$ cat src/logic/slurm16_config.svh
`ifndef SLURM16_CONFIG_SVH
`define SLURM16_CONFIG_SVH

// Instruction and data word width
`define SLURM_BITS 16

// Instruction memory address width
`define SLURM_ADDRESS_BITS 16

// Register index width, 16 registers
`define SLURM_REGISTER_BITS 4

// Entries in the alternate buffer, power of two
`define SLURM_ALT_DEPTH 8

// Fetch slots masked after reset or a branch
`define SLURM_PC_MASK 2

// Replay slots after a stall
`define SLURM_STALL_MASK 2

// Width of the mask counters
`define SLURM_MASK_BITS 2

`endif

$ cat src/logic/slurm16_isa_pkg.sv
`include "slurm16_config.svh"

package slurm16_isa_pkg;

	// Major opcode in bits 15 to 12
	typedef enum logic [3:0] {
		OP_MISC = 4'h0, // NOP and INT
		OP_IMM  = 4'h1, // Immediate prefix, 12 high bits
		OP_ALU  = 4'h2, // dst op src, sets flags
		OP_MOV  = 4'h3, // dst = src, flags untouched
		OP_BR   = 4'h4  // Relative branch
	} opcode_t;

	typedef logic [`SLURM_REGISTER_BITS - 1:0] reg_idx_t;

	// Register 0 doubles as "no hazard"
	localparam reg_idx_t R0 = '0;

	localparam logic [`SLURM_BITS - 1:0] NOP_INSTRUCTION = '0;

	// Low part of the immediate comes from the consuming instruction
	localparam int IMM_LO_BITS = 4;
	localparam int IMM_HI_BITS = `SLURM_BITS - IMM_LO_BITS;

	// Upper 12 bits of an INT word, irq number goes below
	localparam logic [IMM_HI_BITS - 1:0] INT_PREFIX = 12'h050;

	// Field layout
	localparam int OPCODE_MSB = 15;
	localparam int OPCODE_LSB = 12;
	localparam int DST_MSB    = 7;
	localparam int DST_LSB    = 4;
	localparam int SRC_MSB    = 3;
	localparam int SRC_LSB    = 0;
	localparam int BR_OFFSET_BITS = 8; // Signed offset in the low byte

	function automatic opcode_t opcode_of(input logic [`SLURM_BITS - 1:0] instr);
		return opcode_t'(instr[OPCODE_MSB:OPCODE_LSB]);
	endfunction

	function automatic reg_idx_t dst_of(input logic [`SLURM_BITS - 1:0] instr);
		return instr[DST_MSB:DST_LSB];
	endfunction

	function automatic reg_idx_t src_of(input logic [`SLURM_BITS - 1:0] instr);
		return instr[SRC_MSB:SRC_LSB];
	endfunction

endpackage

$ cat src/logic/slurm16_pipe_pkg.sv
package slurm16_pipe_pkg;

	// Fetch sequencer
	typedef enum logic {
		FETCH_IDLE, // Held, PC rewound to the unconsumed word
		FETCH_RUN
	} fetch_state_t;

	// Stall edge tracking
	typedef enum logic [1:0] {
		STALL_NONE,
		STALL_HOLD,    // Decode slot held
		STALL_RELEASE  // First cycle after the hold
	} stall_state_t;

endpackage

$ cat src/logic/slurm16_fetch.sv
`timescale 1ns/1ps
`include "slurm16_config.svh"

module slurm16_fetch (
	input  logic                              CLK,
	input  logic                              RSTb,
	input  logic                              run,
	input  logic                              stall,
	input  logic                              load_pc,
	input  logic [`SLURM_ADDRESS_BITS - 1:0]  branch_target,
	output logic [`SLURM_ADDRESS_BITS - 1:0]  fetch_addr,
	output logic [`SLURM_ADDRESS_BITS - 1:0]  fetch_pc,
	output logic                              fetch_valid
);
	import slurm16_pipe_pkg::*;

	fetch_state_t state_r;
	logic [`SLURM_ADDRESS_BITS - 1:0] pc_r;
	logic [`SLURM_MASK_BITS - 1:0] mask_r;

	assign fetch_addr = pc_r;
	assign fetch_valid = (mask_r == '0); // Data on the bus belongs to the current stream

	always_ff @(posedge CLK) begin
		if (!RSTb) begin
			state_r <= FETCH_IDLE;
			pc_r <= '0;
			fetch_pc <= '0;
			mask_r <= `SLURM_MASK_BITS'(`SLURM_PC_MASK);
		end else begin
			fetch_pc <= pc_r; // Memory answers one cycle later
			if (load_pc) begin
				pc_r <= branch_target;
				mask_r <= `SLURM_MASK_BITS'(`SLURM_PC_MASK);
			end else if (run) begin
				state_r <= FETCH_RUN;
				if (mask_r != '0)
					mask_r <= mask_r - 1'b1;
				// Target is issued twice, the first copy falls in a masked slot
				if (mask_r <= `SLURM_MASK_BITS'(1) && !stall)
					pc_r <= pc_r + 1'b1;
			end else begin
				state_r <= FETCH_IDLE;
				// Word on the bus is not consumed while halted, fetch it again
				if (state_r == FETCH_RUN && mask_r == '0)
					pc_r <= fetch_pc;
			end
		end
	end

endmodule

$ cat src/logic/slurm16_hazard_ctl.sv
`timescale 1ns/1ps
`include "slurm16_config.svh"

module slurm16_hazard_ctl (
	input  logic                              CLK,
	input  logic                              RSTb,
	input  logic                              is_executing,
	input  logic [`SLURM_BITS - 1:0]          pipeline_stage0,
	input  logic [`SLURM_BITS - 1:0]          pipeline_stage1,
	input  logic [`SLURM_BITS - 1:0]          pipeline_stage2,
	input  logic [`SLURM_BITS - 1:0]          pipeline_stage3,
	input  logic [`SLURM_ADDRESS_BITS - 1:0]  pc_stage2,
	input  slurm16_isa_pkg::reg_idx_t         hazard_reg1,
	input  slurm16_isa_pkg::reg_idx_t         hazard_reg2,
	input  slurm16_isa_pkg::reg_idx_t         hazard_reg3,
	input  logic                              modifies_flags1,
	input  logic                              modifies_flags2,
	input  logic                              modifies_flags3,
	output slurm16_isa_pkg::reg_idx_t         hazard_reg0,
	output logic                              modifies_flags0,
	output logic                              stall,
	output logic                              stall_start,
	output logic                              stall_end,
	output logic                              hazard1,
	output logic                              load_pc,
	output logic [`SLURM_ADDRESS_BITS - 1:0]  branch_target
);
	import slurm16_isa_pkg::*;
	import slurm16_pipe_pkg::*;

	opcode_t op0, op2;
	reg_idx_t src_a, src_b;
	logic reads_flags;
	logic clash1, clash2, clash3;
	stall_state_t state_r;

	// Does an older slot write something the decode slot reads
	function automatic logic clash(input reg_idx_t a, input reg_idx_t b, input logic rf,
		input reg_idx_t dst, input logic mf, input logic [`SLURM_BITS - 1:0] instr);
		logic reg_hit;
		reg_hit = (a != R0 && a == dst) || (b != R0 && b == dst);
		return (instr != NOP_INSTRUCTION) && (reg_hit || (rf && mf));
	endfunction

	always_comb begin
		op0 = opcode_of(pipeline_stage0);
		src_a = (op0 == OP_ALU || op0 == OP_MOV) ? src_of(pipeline_stage0) : R0;
		src_b = (op0 == OP_ALU) ? dst_of(pipeline_stage0) : R0; // ALU reads its destination
		reads_flags = (op0 == OP_BR);
		hazard_reg0 = (op0 == OP_ALU || op0 == OP_MOV) ? dst_of(pipeline_stage0) : R0;
		modifies_flags0 = (op0 == OP_ALU);

		clash1 = clash(src_a, src_b, reads_flags, hazard_reg1, modifies_flags1, pipeline_stage1);
		clash2 = clash(src_a, src_b, reads_flags, hazard_reg2, modifies_flags2, pipeline_stage2);
		clash3 = clash(src_a, src_b, reads_flags, hazard_reg3, modifies_flags3, pipeline_stage3);

		stall = is_executing && (clash1 || clash2 || clash3);
		hazard1 = stall && clash1 && !clash2 && !clash3;

		// Branch resolves in execute
		op2 = opcode_of(pipeline_stage2);
		load_pc = is_executing && (op2 == OP_BR);
	end

	assign branch_target = pc_stage2 + 1'b1
		+ `SLURM_ADDRESS_BITS'($signed(pipeline_stage2[BR_OFFSET_BITS - 1:0]));

	assign stall_start = stall && (state_r != STALL_HOLD);
	assign stall_end = !stall && (state_r == STALL_HOLD);

	always_ff @(posedge CLK) begin
		if (!RSTb) begin
			state_r <= STALL_NONE;
		end else begin
			case (state_r)
				STALL_NONE:    state_r <= stall ? STALL_HOLD : STALL_NONE;
				STALL_HOLD:    state_r <= stall ? STALL_HOLD : STALL_RELEASE;
				STALL_RELEASE: state_r <= stall ? STALL_HOLD : STALL_NONE;
				default:       state_r <= STALL_NONE;
			endcase
		end
	end

endmodule

$ cat src/logic/slurm16_cpu_pipeline.sv
`timescale 1ns/1ps
`include "slurm16_config.svh"

module slurm16_cpu_pipeline (
	input  logic                              CLK,
	input  logic                              RSTb,
	input  logic [`SLURM_BITS - 1:0]          memory_in,
	input  logic [`SLURM_ADDRESS_BITS - 1:0]  memory_address, // Address of memory_in
	input  logic                              memory_is_instruction,
	input  logic                              is_executing,
	input  logic                              stall,
	input  logic                              stall_start,
	input  logic                              stall_end,
	input  logic                              load_pc,
	input  slurm16_isa_pkg::reg_idx_t         hazard_reg0,
	input  logic                              modifies_flags0,
	input  logic                              hazard1,
	input  logic                              interrupt_flag_set,
	input  logic                              interrupt_flag_clear,
	input  logic                              interrupt,
	input  logic [3:0]                        irq,
	output logic [`SLURM_BITS - 1:0]          pipeline_stage0,
	output logic [`SLURM_BITS - 1:0]          pipeline_stage1,
	output logic [`SLURM_BITS - 1:0]          pipeline_stage2,
	output logic [`SLURM_BITS - 1:0]          pipeline_stage3,
	output logic [`SLURM_BITS - 1:0]          pipeline_stage4,
	output logic [`SLURM_ADDRESS_BITS - 1:0]  pc_stage2,
	output logic [`SLURM_ADDRESS_BITS - 1:0]  pc_stage4,
	output logic [`SLURM_BITS - 1:0]          imm_reg,
	output slurm16_isa_pkg::reg_idx_t         hazard_reg1,
	output slurm16_isa_pkg::reg_idx_t         hazard_reg2,
	output slurm16_isa_pkg::reg_idx_t         hazard_reg3,
	output logic                              modifies_flags1,
	output logic                              modifies_flags2,
	output logic                              modifies_flags3
);
	import slurm16_isa_pkg::*;

	localparam int ALT_PTR_BITS = $clog2(`SLURM_ALT_DEPTH);

	logic [`SLURM_BITS - 1:0] stage_r [5];
	logic [`SLURM_BITS - 1:0] stage_next [5];
	logic [`SLURM_ADDRESS_BITS - 1:0] pc_r [5];
	logic [`SLURM_ADDRESS_BITS - 1:0] pc_next [5];
	reg_idx_t hazard_r [1:3];
	reg_idx_t hazard_next [1:3];
	logic flags_r [1:3];
	logic flags_next [1:3];

	// Alternate buffer for words that cannot enter stage 0 yet
	logic [`SLURM_BITS - 1:0] alt_instr [`SLURM_ALT_DEPTH];
	logic [`SLURM_ADDRESS_BITS - 1:0] alt_pc [`SLURM_ALT_DEPTH];
	logic [ALT_PTR_BITS - 1:0] wr_ptr_r, rd_ptr_r, wr_idx;

	logic [`SLURM_MASK_BITS - 1:0] mask_cnt_r, stall_mask_r;
	logic [`SLURM_ADDRESS_BITS - 1:0] next_pc_r; // Next sequential word expected
	logic seq_r;
	logic interrupt_flag_r;
	logic [IMM_HI_BITS - 1:0] imm_r;
	logic [`SLURM_BITS - 1:0] imm_stage2_r;

	logic fifo_empty, advance, inject, live_ok, take_fifo, take_live, push, realign;
	logic stage2_load;

	assign fifo_empty = (wr_ptr_r == rd_ptr_r);
	assign advance = is_executing && !stall;
	assign inject = advance && !load_pc && interrupt_flag_r && interrupt && mask_cnt_r == '0;
	// Reissued copies of a word already taken are dropped here
	assign live_ok = is_executing && !load_pc && memory_is_instruction && mask_cnt_r == '0
		&& (!seq_r || memory_address == next_pc_r);
	assign take_fifo = advance && !fifo_empty && !inject;
	assign take_live = advance && fifo_empty && !inject && live_ok;
	assign push = live_ok && !take_live;
	assign realign = stall_start && fifo_empty && stall_mask_r == '0;
	assign wr_idx = realign ? '0 : wr_ptr_r;
	assign stage2_load = is_executing && (!stall || hazard1);

	always_comb begin
		stage_next = stage_r;
		pc_next = pc_r;
		hazard_next = hazard_r;
		flags_next = flags_r;
		stage_next[4] = NOP_INSTRUCTION; // Retire slot shows a word for one cycle only

		if (advance) begin
			if (inject) begin
				stage_next[0] = {INT_PREFIX, irq};
				pc_next[0] = fifo_empty ? next_pc_r : alt_pc[rd_ptr_r]; // Return address
			end else if (take_fifo) begin
				stage_next[0] = alt_instr[rd_ptr_r];
				pc_next[0] = alt_pc[rd_ptr_r];
			end else if (take_live) begin
				stage_next[0] = memory_in;
				pc_next[0] = memory_address;
			end else begin
				stage_next[0] = NOP_INSTRUCTION;
			end
			for (int i = 1; i < 5; i++) begin
				stage_next[i] = stage_r[i - 1];
				pc_next[i] = pc_r[i - 1];
			end
			hazard_next[1] = hazard_reg0;
			flags_next[1] = modifies_flags0;
			for (int i = 2; i < 4; i++) begin
				hazard_next[i] = hazard_r[i - 1];
				flags_next[i] = flags_r[i - 1];
			end
		end else if (is_executing) begin
			// Hold decode, bubble into execute
			stage_next[2] = NOP_INSTRUCTION;
			stage_next[3] = stage_r[2];
			stage_next[4] = stage_r[3];
			pc_next[3] = pc_r[2];
			pc_next[4] = pc_r[3];
			hazard_next[2] = R0;
			hazard_next[3] = hazard_r[2];
			flags_next[2] = 1'b0;
			flags_next[3] = flags_r[2];
			if (hazard1) begin // Conflict only with stage 1, let it move on
				stage_next[1] = NOP_INSTRUCTION;
				stage_next[2] = stage_r[1];
				pc_next[2] = pc_r[1];
				hazard_next[1] = R0;
				hazard_next[2] = hazard_r[1];
				flags_next[1] = 1'b0;
				flags_next[2] = flags_r[1];
			end
		end

		if (load_pc) begin
			for (int i = 0; i < 3; i++)
				stage_next[i] = NOP_INSTRUCTION;
			hazard_next[1] = R0;
			hazard_next[2] = R0;
			flags_next[1] = 1'b0;
			flags_next[2] = 1'b0;
		end
	end

	always_ff @(posedge CLK) begin
		if (!RSTb) begin
			for (int i = 0; i < 5; i++)
				stage_r[i] <= NOP_INSTRUCTION;
			for (int i = 1; i < 4; i++) begin
				hazard_r[i] <= R0;
				flags_r[i] <= 1'b0;
			end
			mask_cnt_r <= `SLURM_MASK_BITS'(`SLURM_PC_MASK);
			stall_mask_r <= '0;
			wr_ptr_r <= '0;
			rd_ptr_r <= '0;
			seq_r <= 1'b0;
			next_pc_r <= '0;
			interrupt_flag_r <= 1'b0;
			imm_r <= '0;
		end else begin
			stage_r <= stage_next;
			hazard_r <= hazard_next;
			flags_r <= flags_next;

			if (load_pc)
				mask_cnt_r <= `SLURM_MASK_BITS'(`SLURM_PC_MASK);
			else if (is_executing && mask_cnt_r != '0)
				mask_cnt_r <= mask_cnt_r - 1'b1;

			if (stall_end)
				stall_mask_r <= `SLURM_MASK_BITS'(`SLURM_STALL_MASK);
			else if (is_executing && stall_mask_r != '0)
				stall_mask_r <= stall_mask_r - 1'b1;

			// Buffer pointers
			if (load_pc) begin
				wr_ptr_r <= '0;
				rd_ptr_r <= '0;
			end else begin
				if (push)
					wr_ptr_r <= wr_idx + 1'b1;
				else if (realign)
					wr_ptr_r <= '0;
				if (realign)
					rd_ptr_r <= '0;
				else if (take_fifo)
					rd_ptr_r <= rd_ptr_r + 1'b1;
			end

			if (load_pc) begin
				seq_r <= 1'b0;
			end else if (push || take_live) begin
				seq_r <= 1'b1;
				next_pc_r <= memory_address + 1'b1;
			end

			if (interrupt_flag_clear || inject)
				interrupt_flag_r <= 1'b0;
			else if (interrupt_flag_set)
				interrupt_flag_r <= 1'b1;

			// High part follows the IMM prefix into execute
			if (load_pc)
				imm_r <= '0;
			else if (stage2_load && stage_r[1] != NOP_INSTRUCTION)
				imm_r <= (opcode_of(stage_r[1]) == OP_IMM) ? stage_r[1][IMM_HI_BITS - 1:0] : '0;
		end
	end

	always_ff @(posedge CLK) begin
		pc_r <= pc_next;
		if (stage2_load)
			imm_stage2_r <= {imm_r, stage_r[1][IMM_LO_BITS - 1:0]};
		if (push) begin
			alt_instr[wr_idx] <= memory_in;
			alt_pc[wr_idx] <= memory_address;
		end
	end

	assign pipeline_stage0 = stage_r[0];
	assign pipeline_stage1 = stage_r[1];
	assign pipeline_stage2 = stage_r[2];
	assign pipeline_stage3 = stage_r[3];
	assign pipeline_stage4 = stage_r[4];
	assign pc_stage2 = pc_r[2];
	assign pc_stage4 = pc_r[4];
	assign imm_reg = imm_stage2_r;
	assign hazard_reg1 = hazard_r[1];
	assign hazard_reg2 = hazard_r[2];
	assign hazard_reg3 = hazard_r[3];
	assign modifies_flags1 = flags_r[1];
	assign modifies_flags2 = flags_r[2];
	assign modifies_flags3 = flags_r[3];

endmodule

$ cat src/logic/slurm16_frontend.sv
`timescale 1ns/1ps
`include "slurm16_config.svh"

module slurm16_frontend (
	input  logic                              CLK,
	input  logic                              RSTb,
	input  logic                              run,
	input  logic [`SLURM_BITS - 1:0]          mem_data,
	input  logic                              interrupt,
	input  logic [3:0]                        irq,
	input  logic                              int_flag_set,
	input  logic                              int_flag_clear,
	output logic [`SLURM_ADDRESS_BITS - 1:0]  mem_addr,
	output logic [`SLURM_BITS - 1:0]          exec_instr,
	output logic [`SLURM_BITS - 1:0]          exec_imm,
	output logic [`SLURM_BITS - 1:0]          retire_instr,
	output logic [`SLURM_ADDRESS_BITS - 1:0]  retire_pc
);
	import slurm16_isa_pkg::*;

	logic [`SLURM_ADDRESS_BITS - 1:0] fetch_pc, branch_target, pc_stage2;
	logic fetch_valid, stall, stall_start, stall_end, hazard1, load_pc;
	logic [`SLURM_BITS - 1:0] stage0, stage1, stage3;
	reg_idx_t hazard_reg0, hazard_reg1, hazard_reg2, hazard_reg3;
	logic modifies_flags0, modifies_flags1, modifies_flags2, modifies_flags3;

	slurm16_fetch u_fetch (
		.CLK(CLK), .RSTb(RSTb), .run(run), .stall(stall), .load_pc(load_pc),
		.branch_target(branch_target), .fetch_addr(mem_addr), .fetch_pc(fetch_pc),
		.fetch_valid(fetch_valid)
	);

	slurm16_cpu_pipeline u_pipe (
		.CLK(CLK), .RSTb(RSTb), .memory_in(mem_data), .memory_address(fetch_pc),
		.memory_is_instruction(fetch_valid), .is_executing(run),
		.stall(stall), .stall_start(stall_start), .stall_end(stall_end), .load_pc(load_pc),
		.hazard_reg0(hazard_reg0), .modifies_flags0(modifies_flags0), .hazard1(hazard1),
		.interrupt_flag_set(int_flag_set), .interrupt_flag_clear(int_flag_clear),
		.interrupt(interrupt), .irq(irq),
		.pipeline_stage0(stage0), .pipeline_stage1(stage1), .pipeline_stage2(exec_instr),
		.pipeline_stage3(stage3), .pipeline_stage4(retire_instr),
		.pc_stage2(pc_stage2), .pc_stage4(retire_pc), .imm_reg(exec_imm),
		.hazard_reg1(hazard_reg1), .hazard_reg2(hazard_reg2), .hazard_reg3(hazard_reg3),
		.modifies_flags1(modifies_flags1), .modifies_flags2(modifies_flags2),
		.modifies_flags3(modifies_flags3)
	);

	slurm16_hazard_ctl u_hazard (
		.CLK(CLK), .RSTb(RSTb), .is_executing(run),
		.pipeline_stage0(stage0), .pipeline_stage1(stage1),
		.pipeline_stage2(exec_instr), .pipeline_stage3(stage3), .pc_stage2(pc_stage2),
		.hazard_reg1(hazard_reg1), .hazard_reg2(hazard_reg2), .hazard_reg3(hazard_reg3),
		.modifies_flags1(modifies_flags1), .modifies_flags2(modifies_flags2),
		.modifies_flags3(modifies_flags3),
		.hazard_reg0(hazard_reg0), .modifies_flags0(modifies_flags0),
		.stall(stall), .stall_start(stall_start), .stall_end(stall_end),
		.hazard1(hazard1), .load_pc(load_pc), .branch_target(branch_target)
	);

endmodule

$ cat config.mk
export PLATFORM = sky130hd
export DESIGN_NAME = slurm16_frontend
export DESIGN_NICKNAME = d
export VERILOG_FILES = /design/src/logic/slurm16_isa_pkg.sv /design/src/logic/slurm16_pipe_pkg.sv /design/src/logic/slurm16_fetch.sv /design/src/logic/slurm16_hazard_ctl.sv /design/src/logic/slurm16_cpu_pipeline.sv /design/src/logic/slurm16_frontend.sv
export VERILOG_INCLUDE_DIRS = /design/src /design/src/logic
export SDC_FILE = /design/constraint.sdc
export NUM_CORES = 1
export LEC_CHECK = 0
export ABC_AREA = 1
export BUFFER_PORTS_ARGS = -buffer_cell sky130_fd_sc_hd__buf_2
export CORE_AREA = 4 4 301 155
export DETAILED_ROUTE_END_ITERATION = 10
export DIE_AREA = 0 0 305 159
export GPL_TIMING_DRIVEN = 0
export PLACE_DENSITY = 0.67
export RECOVER_POWER = 100
export SYNTH_ARGS = -nofsm -noshare
export SYNTH_HDL_FRONTEND = slang
export SYNTH_SLANG_ARGS = --single-unit
$ cat constraint.sdc
create_clock -name CLK -period 4.5 [get_ports CLK]
set_clock_uncertainty 0.1 [all_clocks]
set_input_delay 0.225 -clock CLK [delete_from_list [all_inputs] [get_ports CLK]]
set_output_delay 0.225 -clock CLK [all_outputs]
set_load 0.02 [all_outputs]
After elaboration in Yosys (flattened, before gate mapping)
Memory sizes are Yosys's and may differ from the RTL's. A register that Yosys moved wholly into a read port is not among the register bits.
Cells that the tools add are included.
{"block": "totals", "ram_bits": 256, "regBits": 268, "wordCells": 193, "input_bits": 26, "output_inout_bits": 80, "n_memories": 2}
{"block": "op_classes", "addsub": 9, "mux": 41, "n_reduce_logical": 90, "n_bitwise": 2, "n_eq_ne": 17, "order_cmp": 1}
{"memory": "u_pipe.alt_instr", "depth": 8, "width": 16, "read_ports": 1, "rd_ports_with_merged_regs": 1, "wr": 1, "line_no": "slurm16_cpu_pipeline.sv:51", "source": "logic [`SLURM_BITS - 1:0] alt_instr [`SLURM_ALT_DEPTH];"}
{"memory": "u_pipe.alt_pc", "depth": 8, "width": 16, "read_ports": 1, "rd_ports_with_merged_regs": 1, "wr": 1, "line_no": "slurm16_cpu_pipeline.sv:52", "source": "logic [`SLURM_ADDRESS_BITS - 1:0] alt_pc [`SLURM_ALT_DEPTH];"}
{"cell": "$mux W16", "count": 12}
{"cell": "$mux W64", "count": 2}
{"cell": "$mux W48", "count": 2}
{"cell": "$add A16 B1 Y16 const B", "count": 3}
{"cell": "$reduce_bool A16 Y1", "count": 3}
{"cell": "$logic_and A1 B1 Y1", "count": 42}
{"cell": "$mux W12", "count": 3}
{"cell": "$mux W32", "count": 1}
{"cell": "$eq A4 B4 Y1", "count": 6}
{"cell": "$mux W3", "count": 8}
{"cell": "$add A16 B16 Y16", "count": 1}
{"cell": "$eq A16 B16 Y1", "count": 1}
{"cell": "$logic_or A1 B1 Y1", "count": 13}
{"cell": "$mux W4", "count": 3}
{"cell": "$reduce_bool A2 Y1", "count": 6}
{"cell": "$reduce_and A2 Y1", "count": 5}
{"cell": "$eq A4 B2 Y1 const B", "count": 2}
{"cell": "$eq A4 B3 Y1 const B", "count": 2}
{"cell": "$logic_not A1 Y1", "count": 8}
{"cell": "$logic_not A2 Y1", "count": 4}
{"cell": "$mux W2", "count": 4}
{"cell": "$mux W8", "count": 1}
{"cell": "$reduce_bool A4 Y1", "count": 2}
{"cell": "$reduce_or A2 Y1", "count": 4}
{"cell": "14 further kinds", "count": 22}

Longest topological paths before layout
{"block": "logic_depth", "depth_word": 24, "depth_mapped": 20}

Modules after synthesis
From an unflattened synthesis, not the netlist that was laid out.
{"block": "hier_totals", "cells_unflattened": 2254, "area_unflattened_um2": 22422.8}
{"module": "slurm16_cpu_pipeline", "cells_per_inst": 1730, "seq_area_each_um2": 13332.8, "instances": 1, "area_each_um2": 19142.1}
{"module": "slurm16_fetch", "cells_per_inst": 247, "seq_area_each_um2": 700.7, "instances": 1, "area_each_um2": 1755.4}
{"module": "slurm16_hazard_ctl", "cells_per_inst": 277, "seq_area_each_um2": 40.0, "instances": 1, "area_each_um2": 1525.2}

Least setup slack after synthesis
Ideal clock, no wire load.
{"block": "synth_path", "path_type": "register to register", "start": "reg u_pipe.stage_r, in the netlist u_pipe.pipeline_stage0[13]", "end": "mem u_pipe.alt_instr[1][0] (netlist name), enable pin", "arrival_ps": 3199, "path_stages_with_launch": 14, "path_slack_ps": 780, "setup_time_ps": 421, "path_buffers": 2, "cell_sequence": "dfxtp_1 > buf_4 > buf_2 > nor4_1 > nand2_1 > nand3_1 > nand2_2 > nand4_4 > nor2_8 > nand2_4 > nand2_1 > inv_1 > nand2_1 > nor2_1"}
{"block": "synth_via", "elab_chain_len": 24, "word_cells_on_any_way": 53, "cone_classes": "eq/ne (9); mux (5); reduce/logical (39)"}
{"item": "start: declaration", "line_no": "slurm16_cpu_pipeline.sv:41", "source": "logic [`SLURM_BITS - 1:0] stage_r [5];"}
{"item": "start signal: assignment", "line_no": "slurm16_cpu_pipeline.sv:157", "source": "stage_r <= stage_next;"}
{"item": "$eq A4 B2 Y1 (on tied branches)", "line_no": "slurm16_hazard_ctl.sv:47, slurm16_hazard_ctl.sv:48"}
{"item": "$logic_or A1 B1 Y1", "line_no": "slurm16_hazard_ctl.sv:47", "source": "src_a = (op0 == OP_ALU || op0 == OP_MOV) ? src_of(pipeline_stage0) : R0;"}
{"item": "$mux W4", "line_no": "slurm16_hazard_ctl.sv:47"}
{"item": "$eq A4 B4 Y1 or $reduce_bool A4 Y1 (tied branches)", "line_no": "slurm16_hazard_ctl.sv:41", "source": "reg_hit = (a != R0 && a == dst) || (b != R0 && b == dst);"}
{"item": "$logic_and A1 B1 Y1", "line_no": "slurm16_hazard_ctl.sv:41"}
{"item": "$logic_or A1 B1 Y1", "line_no": "slurm16_hazard_ctl.sv:41"}
{"item": "$logic_or A1 B1 Y1", "line_no": "slurm16_hazard_ctl.sv:42", "source": "return (instr != NOP_INSTRUCTION) && (reg_hit || (rf && mf));"}
{"item": "$logic_and A1 B1 Y1", "line_no": "slurm16_hazard_ctl.sv:42"}
{"item": "[4 not listed]"}
{"item": "$logic_and A1 B1 Y1", "line_no": "slurm16_cpu_pipeline.sv:66", "source": "assign advance = is_executing && !stall;"}
{"item": "$logic_and A1 B1 Y1 (4 in series)", "line_no": "slurm16_cpu_pipeline.sv:67", "source": "assign inject = advance && !load_pc && interrupt_flag_r && interrupt && mask_cnt_r == '0;"}
{"item": "$logic_not A1 Y1", "line_no": "slurm16_cpu_pipeline.sv:72", "source": "assign take_live = advance && fifo_empty && !inject && live_ok;"}
{"item": "$logic_and A1 B1 Y1 (2 in series)", "line_no": "slurm16_cpu_pipeline.sv:72"}
{"item": "$logic_not A1 Y1", "line_no": "slurm16_cpu_pipeline.sv:73", "source": "assign push = live_ok && !take_live;"}
{"item": "$logic_and A1 B1 Y1", "line_no": "slurm16_cpu_pipeline.sv:73"}
{"item": "$mux W1", "line_no": "slurm16_cpu_pipeline.sv:210", "source": "if (push) begin"}
{"item": "$mux W1 (not written as such)", "line_no": "slurm16_cpu_pipeline.sv:211", "source": "alt_instr[wr_idx] <= memory_in;"}
{"item": "end: declaration", "line_no": "slurm16_cpu_pipeline.sv:51"}
Every way passes the cells marked *; elsewhere a longest branch is shown, timed or not.

Final worst setup path
{"block": "layout_path", "start": "reg u_pipe.stage_r, in the netlist u_pipe.pipeline_stage0[13]", "end": "mem u_pipe.alt_pc[5][14] (netlist name), enable pin"}
{"block": "layout_via", "elab_chain_len": 24, "word_cells_on_any_way": 53, "cone_classes": "eq/ne (9); mux (5); reduce/logical (39)"}
{"item": "$eq A4 B2 Y1 (on tied branches)", "line_no": "slurm16_hazard_ctl.sv:47, slurm16_hazard_ctl.sv:48"}
{"item": "$logic_or A1 B1 Y1", "line_no": "slurm16_hazard_ctl.sv:47"}
{"item": "$mux W4", "line_no": "slurm16_hazard_ctl.sv:47"}
{"item": "$eq A4 B4 Y1 or $reduce_bool A4 Y1 (tied branches)", "line_no": "slurm16_hazard_ctl.sv:41"}
{"item": "$logic_and A1 B1 Y1", "line_no": "slurm16_hazard_ctl.sv:41"}
{"item": "$logic_or A1 B1 Y1", "line_no": "slurm16_hazard_ctl.sv:41"}
{"item": "$logic_or A1 B1 Y1", "line_no": "slurm16_hazard_ctl.sv:42"}
{"item": "$logic_and A1 B1 Y1", "line_no": "slurm16_hazard_ctl.sv:42"}
{"item": "[4 not listed]"}
{"item": "$logic_and A1 B1 Y1", "line_no": "slurm16_cpu_pipeline.sv:66"}
{"item": "$logic_and A1 B1 Y1 (4 in series)", "line_no": "slurm16_cpu_pipeline.sv:67"}
{"item": "$logic_not A1 Y1", "line_no": "slurm16_cpu_pipeline.sv:72"}
{"item": "$logic_and A1 B1 Y1 (2 in series)", "line_no": "slurm16_cpu_pipeline.sv:72"}
{"item": "$logic_not A1 Y1", "line_no": "slurm16_cpu_pipeline.sv:73"}
{"item": "$logic_and A1 B1 Y1", "line_no": "slurm16_cpu_pipeline.sv:73"}
{"item": "$mux W1", "line_no": "slurm16_cpu_pipeline.sv:210"}
{"item": "$mux W1 (not written as such)", "line_no": "slurm16_cpu_pipeline.sv:212", "source": "alt_pc[wr_idx] <= memory_address;"}
{"item": "end: declaration", "line_no": "slurm16_cpu_pipeline.sv:52"}
Marked as above.

==> results.py <==
metrics = {
    "synth": {
        "syn-mean-instance-area_sq_um": 10.4,
        "main_combinational_cell_family_by_area_after_synthesis": "simple AND/OR/NAND/NOR gates",
        "post_synth_fa_ha_maj_area_fraction_pct": 1.41,
        "synthSimpleGateAreaFrac_pct": 14.7,
        "synth_mux_area_share_pct": 0,
        "netlist.area_leader.share_pct": 48.5,
        "yosys_warnings": 0,
        "synth_edf_count": 352,
        "synth_compound_gate_area_share_pct": 12.4,
        "ys.flop_type": "sky130_fd_sc_hd__edfxtp_1",
        "synthesis.area_sq_um": 21800,
        "netlist_instances": 2091,
        "syn_nets": 2141,
        "asyncSetResetFlopFracSynth_pct": 0,
        "synth-seq-area-share_pct": 64.6,
        "synth-xor-area-share_pct": 1.89,
        "post-synth-top-area-cell": "sky130_fd_sc_hd__edfxtp_1",
        "netlist-cell-type-count": 54,
        "synth.ff_latch_count": 527,
        "synth_top_cells_by_area": "sky130_fd_sc_hd__edfxtp_1 48%, sky130_fd_sc_hd__dfxtp_1 16%, sky130_fd_sc_hd__nand2_1 6.3%",
    },
    "floorplan": {
        "chip_height_um": 159,
        "initial_core_util_pct": 50.0,
        "core_area_sq_um": 43600,
        "boundaryPins": 106,
        "die_w_um": 305,
        "dieArea_sq_um": 48500,
        "placement_rows": 54,
    },
    "setup_path": {
        "timing.critical_path.cells": "buf_4 -> clkbuf_1 -> nand4_1 -> nand2_1 -> nor2_1 -> nand3b_1 -> nand3_1 -> nand2_1 -> nand3_1 -> nand3_1 -> nand2_1 -> inv_1 -> nand2_1 -> nor2_2 -> buf_12",
        "crit_end": "u_pipe.alt_pc[5][14]",
        "worstRegToRegCells": 15,
        "startpoint_type": "flip-flop",
        "critical_path.max_fanout": 22,
        "critical_path_class": "reg2reg",
        "cpPeakStageDelay_ns": 0.63,
        "critical-path-top-cell-by-count": "sky130_fd_sc_hd__nand2_1",
        "critical_path.endpoint_type": "flip-flop",
        "timing.critical_path.required_ns": 4.67,
        "reg2reg_to": "u_pipe.alt_pc[5][14]",
        "worst-endpoint-arrival_ns": 4.10,
        "launch_instance_of_the_worst_register_to_register_path": "u_pipe.pipeline_stage0[13]",
        "r2r_setup_slack_ns": 0.57,
        "worst_path_dominant_cell_family": "simple AND/OR/NAND/NOR gates",
        "critical_path_buf_inv_count": 4,
        "timing.critical_path.slowest_stage_cell": "sky130_fd_sc_hd__nor2_2",
        "crit_start": "u_pipe.pipeline_stage0[13]",
        "cp.depth": 15,
    },
    "grt": {
        "gr-usage-met1_pct": 35.3,
        "number_of_global_route_vias_before_repair": 15000,
        "grt_pass1_wl_um": 88600,
        "met2_layer_usage_reported_by_global_route_pct": 34.7,
        "gr-usage-all-layers_pct": 23.4,
        "grt.busiest_layer": "met1",
        "largest_net_degree_at_the_start_of_global_routing": 33,
        "globalRouteMet3Util_pct": 5.37,
        "total_overflow_reported_by_the_global_router": 0,
        "initial_antenna_violation_count": 3,
    },
    "drt": {
        "drtAntennaViolNets": 0,
        "dr.pass1.iters": 5,
        "detail_route.drc_violations": 0,
        "routedWlPerCell_um": 20.1,
        "dr.first_iter.drc_count": 1658,
        "vias": 16000,
        "route.detailed.vias_per_inst": 5.51,
        "detail_route.wirelength_um": 58200,
    },
    "power": {
        "vdd.ir_drop.worst_mv": 0.232,
        "leakage_nw": 8.93,
        "powerDensity_nw_per_um2": 403,
    },
    "finish": {
        "biggestRegsByFlops": "u_pipe.alt_instr: 128 flops, u_pipe.alt_pc: 128 flops, u_pipe.pc_r: 48 flops",
        "fraction_of_layout_instances_using_a_drive_strength_above_1_pct": 6.76,
        "area_growth_syn_to_layout_pct": 14.0,
        "num-nets-final": 2323,
        "mostFrequentLayoutCell": "sky130_fd_sc_hd__nand2_1",
        "fin_util_pct": 57.1,
        "most-common-layout-cells": "369 x sky130_fd_sc_hd__nand2_1, 352 x sky130_fd_sc_hd__edfxtp_1, 233 x sky130_fd_sc_hd__o21ai_0",
    },
    "clock_network": {
        "clk_root_buffer_cell": "sky130_fd_sc_hd__clkbuf_16",
        "cts.clk_slew.worst_paths_ns": 0.07,
        "maximum_count_of_clock_buffers_along_a_single_path": 3,
        "h_tree_levels": 2,
        "cts_hold_buffers": 22,
        "post_cts_resized": 0,
        "tritoncts_num_sinks": 527,
        "cts_tree": "yes",
        "cts-buffers-inserted": 46,
        "clock_insertion_delay_worst_skew_ns": 0.58,
        "post_cts_buffers": 0,
    },
    "timing": {
        "fmax_mhz": 254,
        "setup_violations": 0,
        "maxSlewViolCount": 33,
        "post-route-min-period_ns": 3.93,
        "timing.slew.headroom_pct": -2.91,
        "tns_ns": 0,
        "min_period_over_period_pct": 87.3,
        "timing_worst_slew_pin_value_ns": 1.54,
        "hold_viol": 0,
        "unrepaired_setup_endpoints_after_global_routing": "no",
    },
    "status": {
        "outcome": "finished with violations",
        "violations": "max-capacitance violations, max-slew violations",
    },
    "job": {
        "cap_viol_max_count": 1,
    },
    "placed_design": {
        "gpl.final_weighted_congestion": 0.924,
        "io_port_bufs": 104,
        "dpl.hpwl_um": 40800,
    },
    "min_path": {
        "hp-class": "in2reg",
    },
}
-- layer usage --
metal	share of wire (%)	vias up
li1	-	7657
met1	46	7538
met2	42	688
met3	10	77
met4	1.6	0
met5	0	-
-- cell families after synthesis --
kind of cell / count (synthesis)
AO/OA/AOI/OAI: 486
XOR/XNOR: 47
adder cells (fa/ha/maj): 24
buffers and inverters: 257
flip-flops: 527
AND/OR/NAND/NOR: 750
-- final cells by class --
| class | instances | area (sq um) |
|---|---|---|
| Buffer | 126 | 576 |
| Tap cell | 588 | 736 |
| Inverter | 131 | 492 |
| Antenna cell | 1 | 2.50 |
| Sequential cell | 527 | 14100 |
| Fill cell | 3760 | 18700 |
| Clock buffer | 58 | 1330 |
| Timing Repair Buffer | 134 | 817 |
| Multi-Input combinational cell | 1307 | 6630 |
| Clock inverter | 25 | 211 |
-- synthesized netlist by cell type (13+ instances only) --
master	number
sky130_fd_sc_hd__nand4_1	32
sky130_fd_sc_hd__a32o_1	14
sky130_fd_sc_hd__buf_2	16
sky130_fd_sc_hd__nand3_1	64
sky130_fd_sc_hd__dfxtp_1	175
sky130_fd_sc_hd__xnor2_1	16
sky130_fd_sc_hd__o21ai_1	15
sky130_fd_sc_hd__xor2_1	31
sky130_fd_sc_hd__o21ai_0	221
sky130_fd_sc_hd__a21oi_1	141
sky130_fd_sc_hd__nor2_1	217
sky130_fd_sc_hd__nor4_1	13
sky130_fd_sc_hd__ha_1	23
sky130_fd_sc_hd__nand2_1	365
sky130_fd_sc_hd__o22ai_1	50
sky130_fd_sc_hd__buf_4	21
sky130_fd_sc_hd__edfxtp_1	352
sky130_fd_sc_hd__inv_1	126
sky130_fd_sc_hd__clkbuf_1	80
sky130_fd_sc_hd__nor3_1	15
-- worst min-delay path by stage --
stage / slack [ns] / end / depth (start not counted) / start
floorplan: 0.20 / u_pipe.interrupt_flag_r / 1 / int_flag_clear
global placement: 0.29 / u_pipe.interrupt_flag_r / 2 / int_flag_clear
detailed placement: 0.29 / u_pipe.interrupt_flag_r / 2 / int_flag_clear
CTS: 0.03 / u_pipe.pipeline_stage3[6] / 4 / RSTb
global route: 0.12 / u_pipe.pipeline_stage3[3] / 4 / RSTb
finish: 0.06 / u_pipe.pipeline_stage3[6] / 4 / RSTb
-- worst min-delay path, cell delays in order --
cell and delay (ns):
sky130_fd_sc_hd__clkbuf_1 0.12, sky130_fd_sc_hd__clkbuf_1 0.20, sky130_fd_sc_hd__o21ai_0 0.11, sky130_fd_sc_hd__a21oi_1 0.04
-- power breakdown --
part | switching (mW) | internal (mW)
clock network | 1.78 | 2.26
logic | 0.428 | 0.182
registers | 0.108 | 5.27
total | 2.32 | 7.71
-- metrics by stage --
stage / total power, mW / hold WS, ns / std cells / worst slack [ns] / cell area (sq um)
2_1_floorplan: 5.83 / 0.204 / 2091 / 0.780 / 21800
3_3_place_gp: 6.07 / 0.289 / 2783 / -0.916 / 23100
3_5_place_dp: 6.08 / 0.294 / 2791 / 0.816 / 23300
4_1_cts: 10.1 / 0.0254 / 2896 / 0.797 / 25100
5_1_grt: 10.4 / 0.123 / 2897 / 0.282 / 24900
6_report: 10.0 / 0.0637 / 2897 / 0.570 / 24900
No activity file was read; power rests on OpenSTA's default activity.
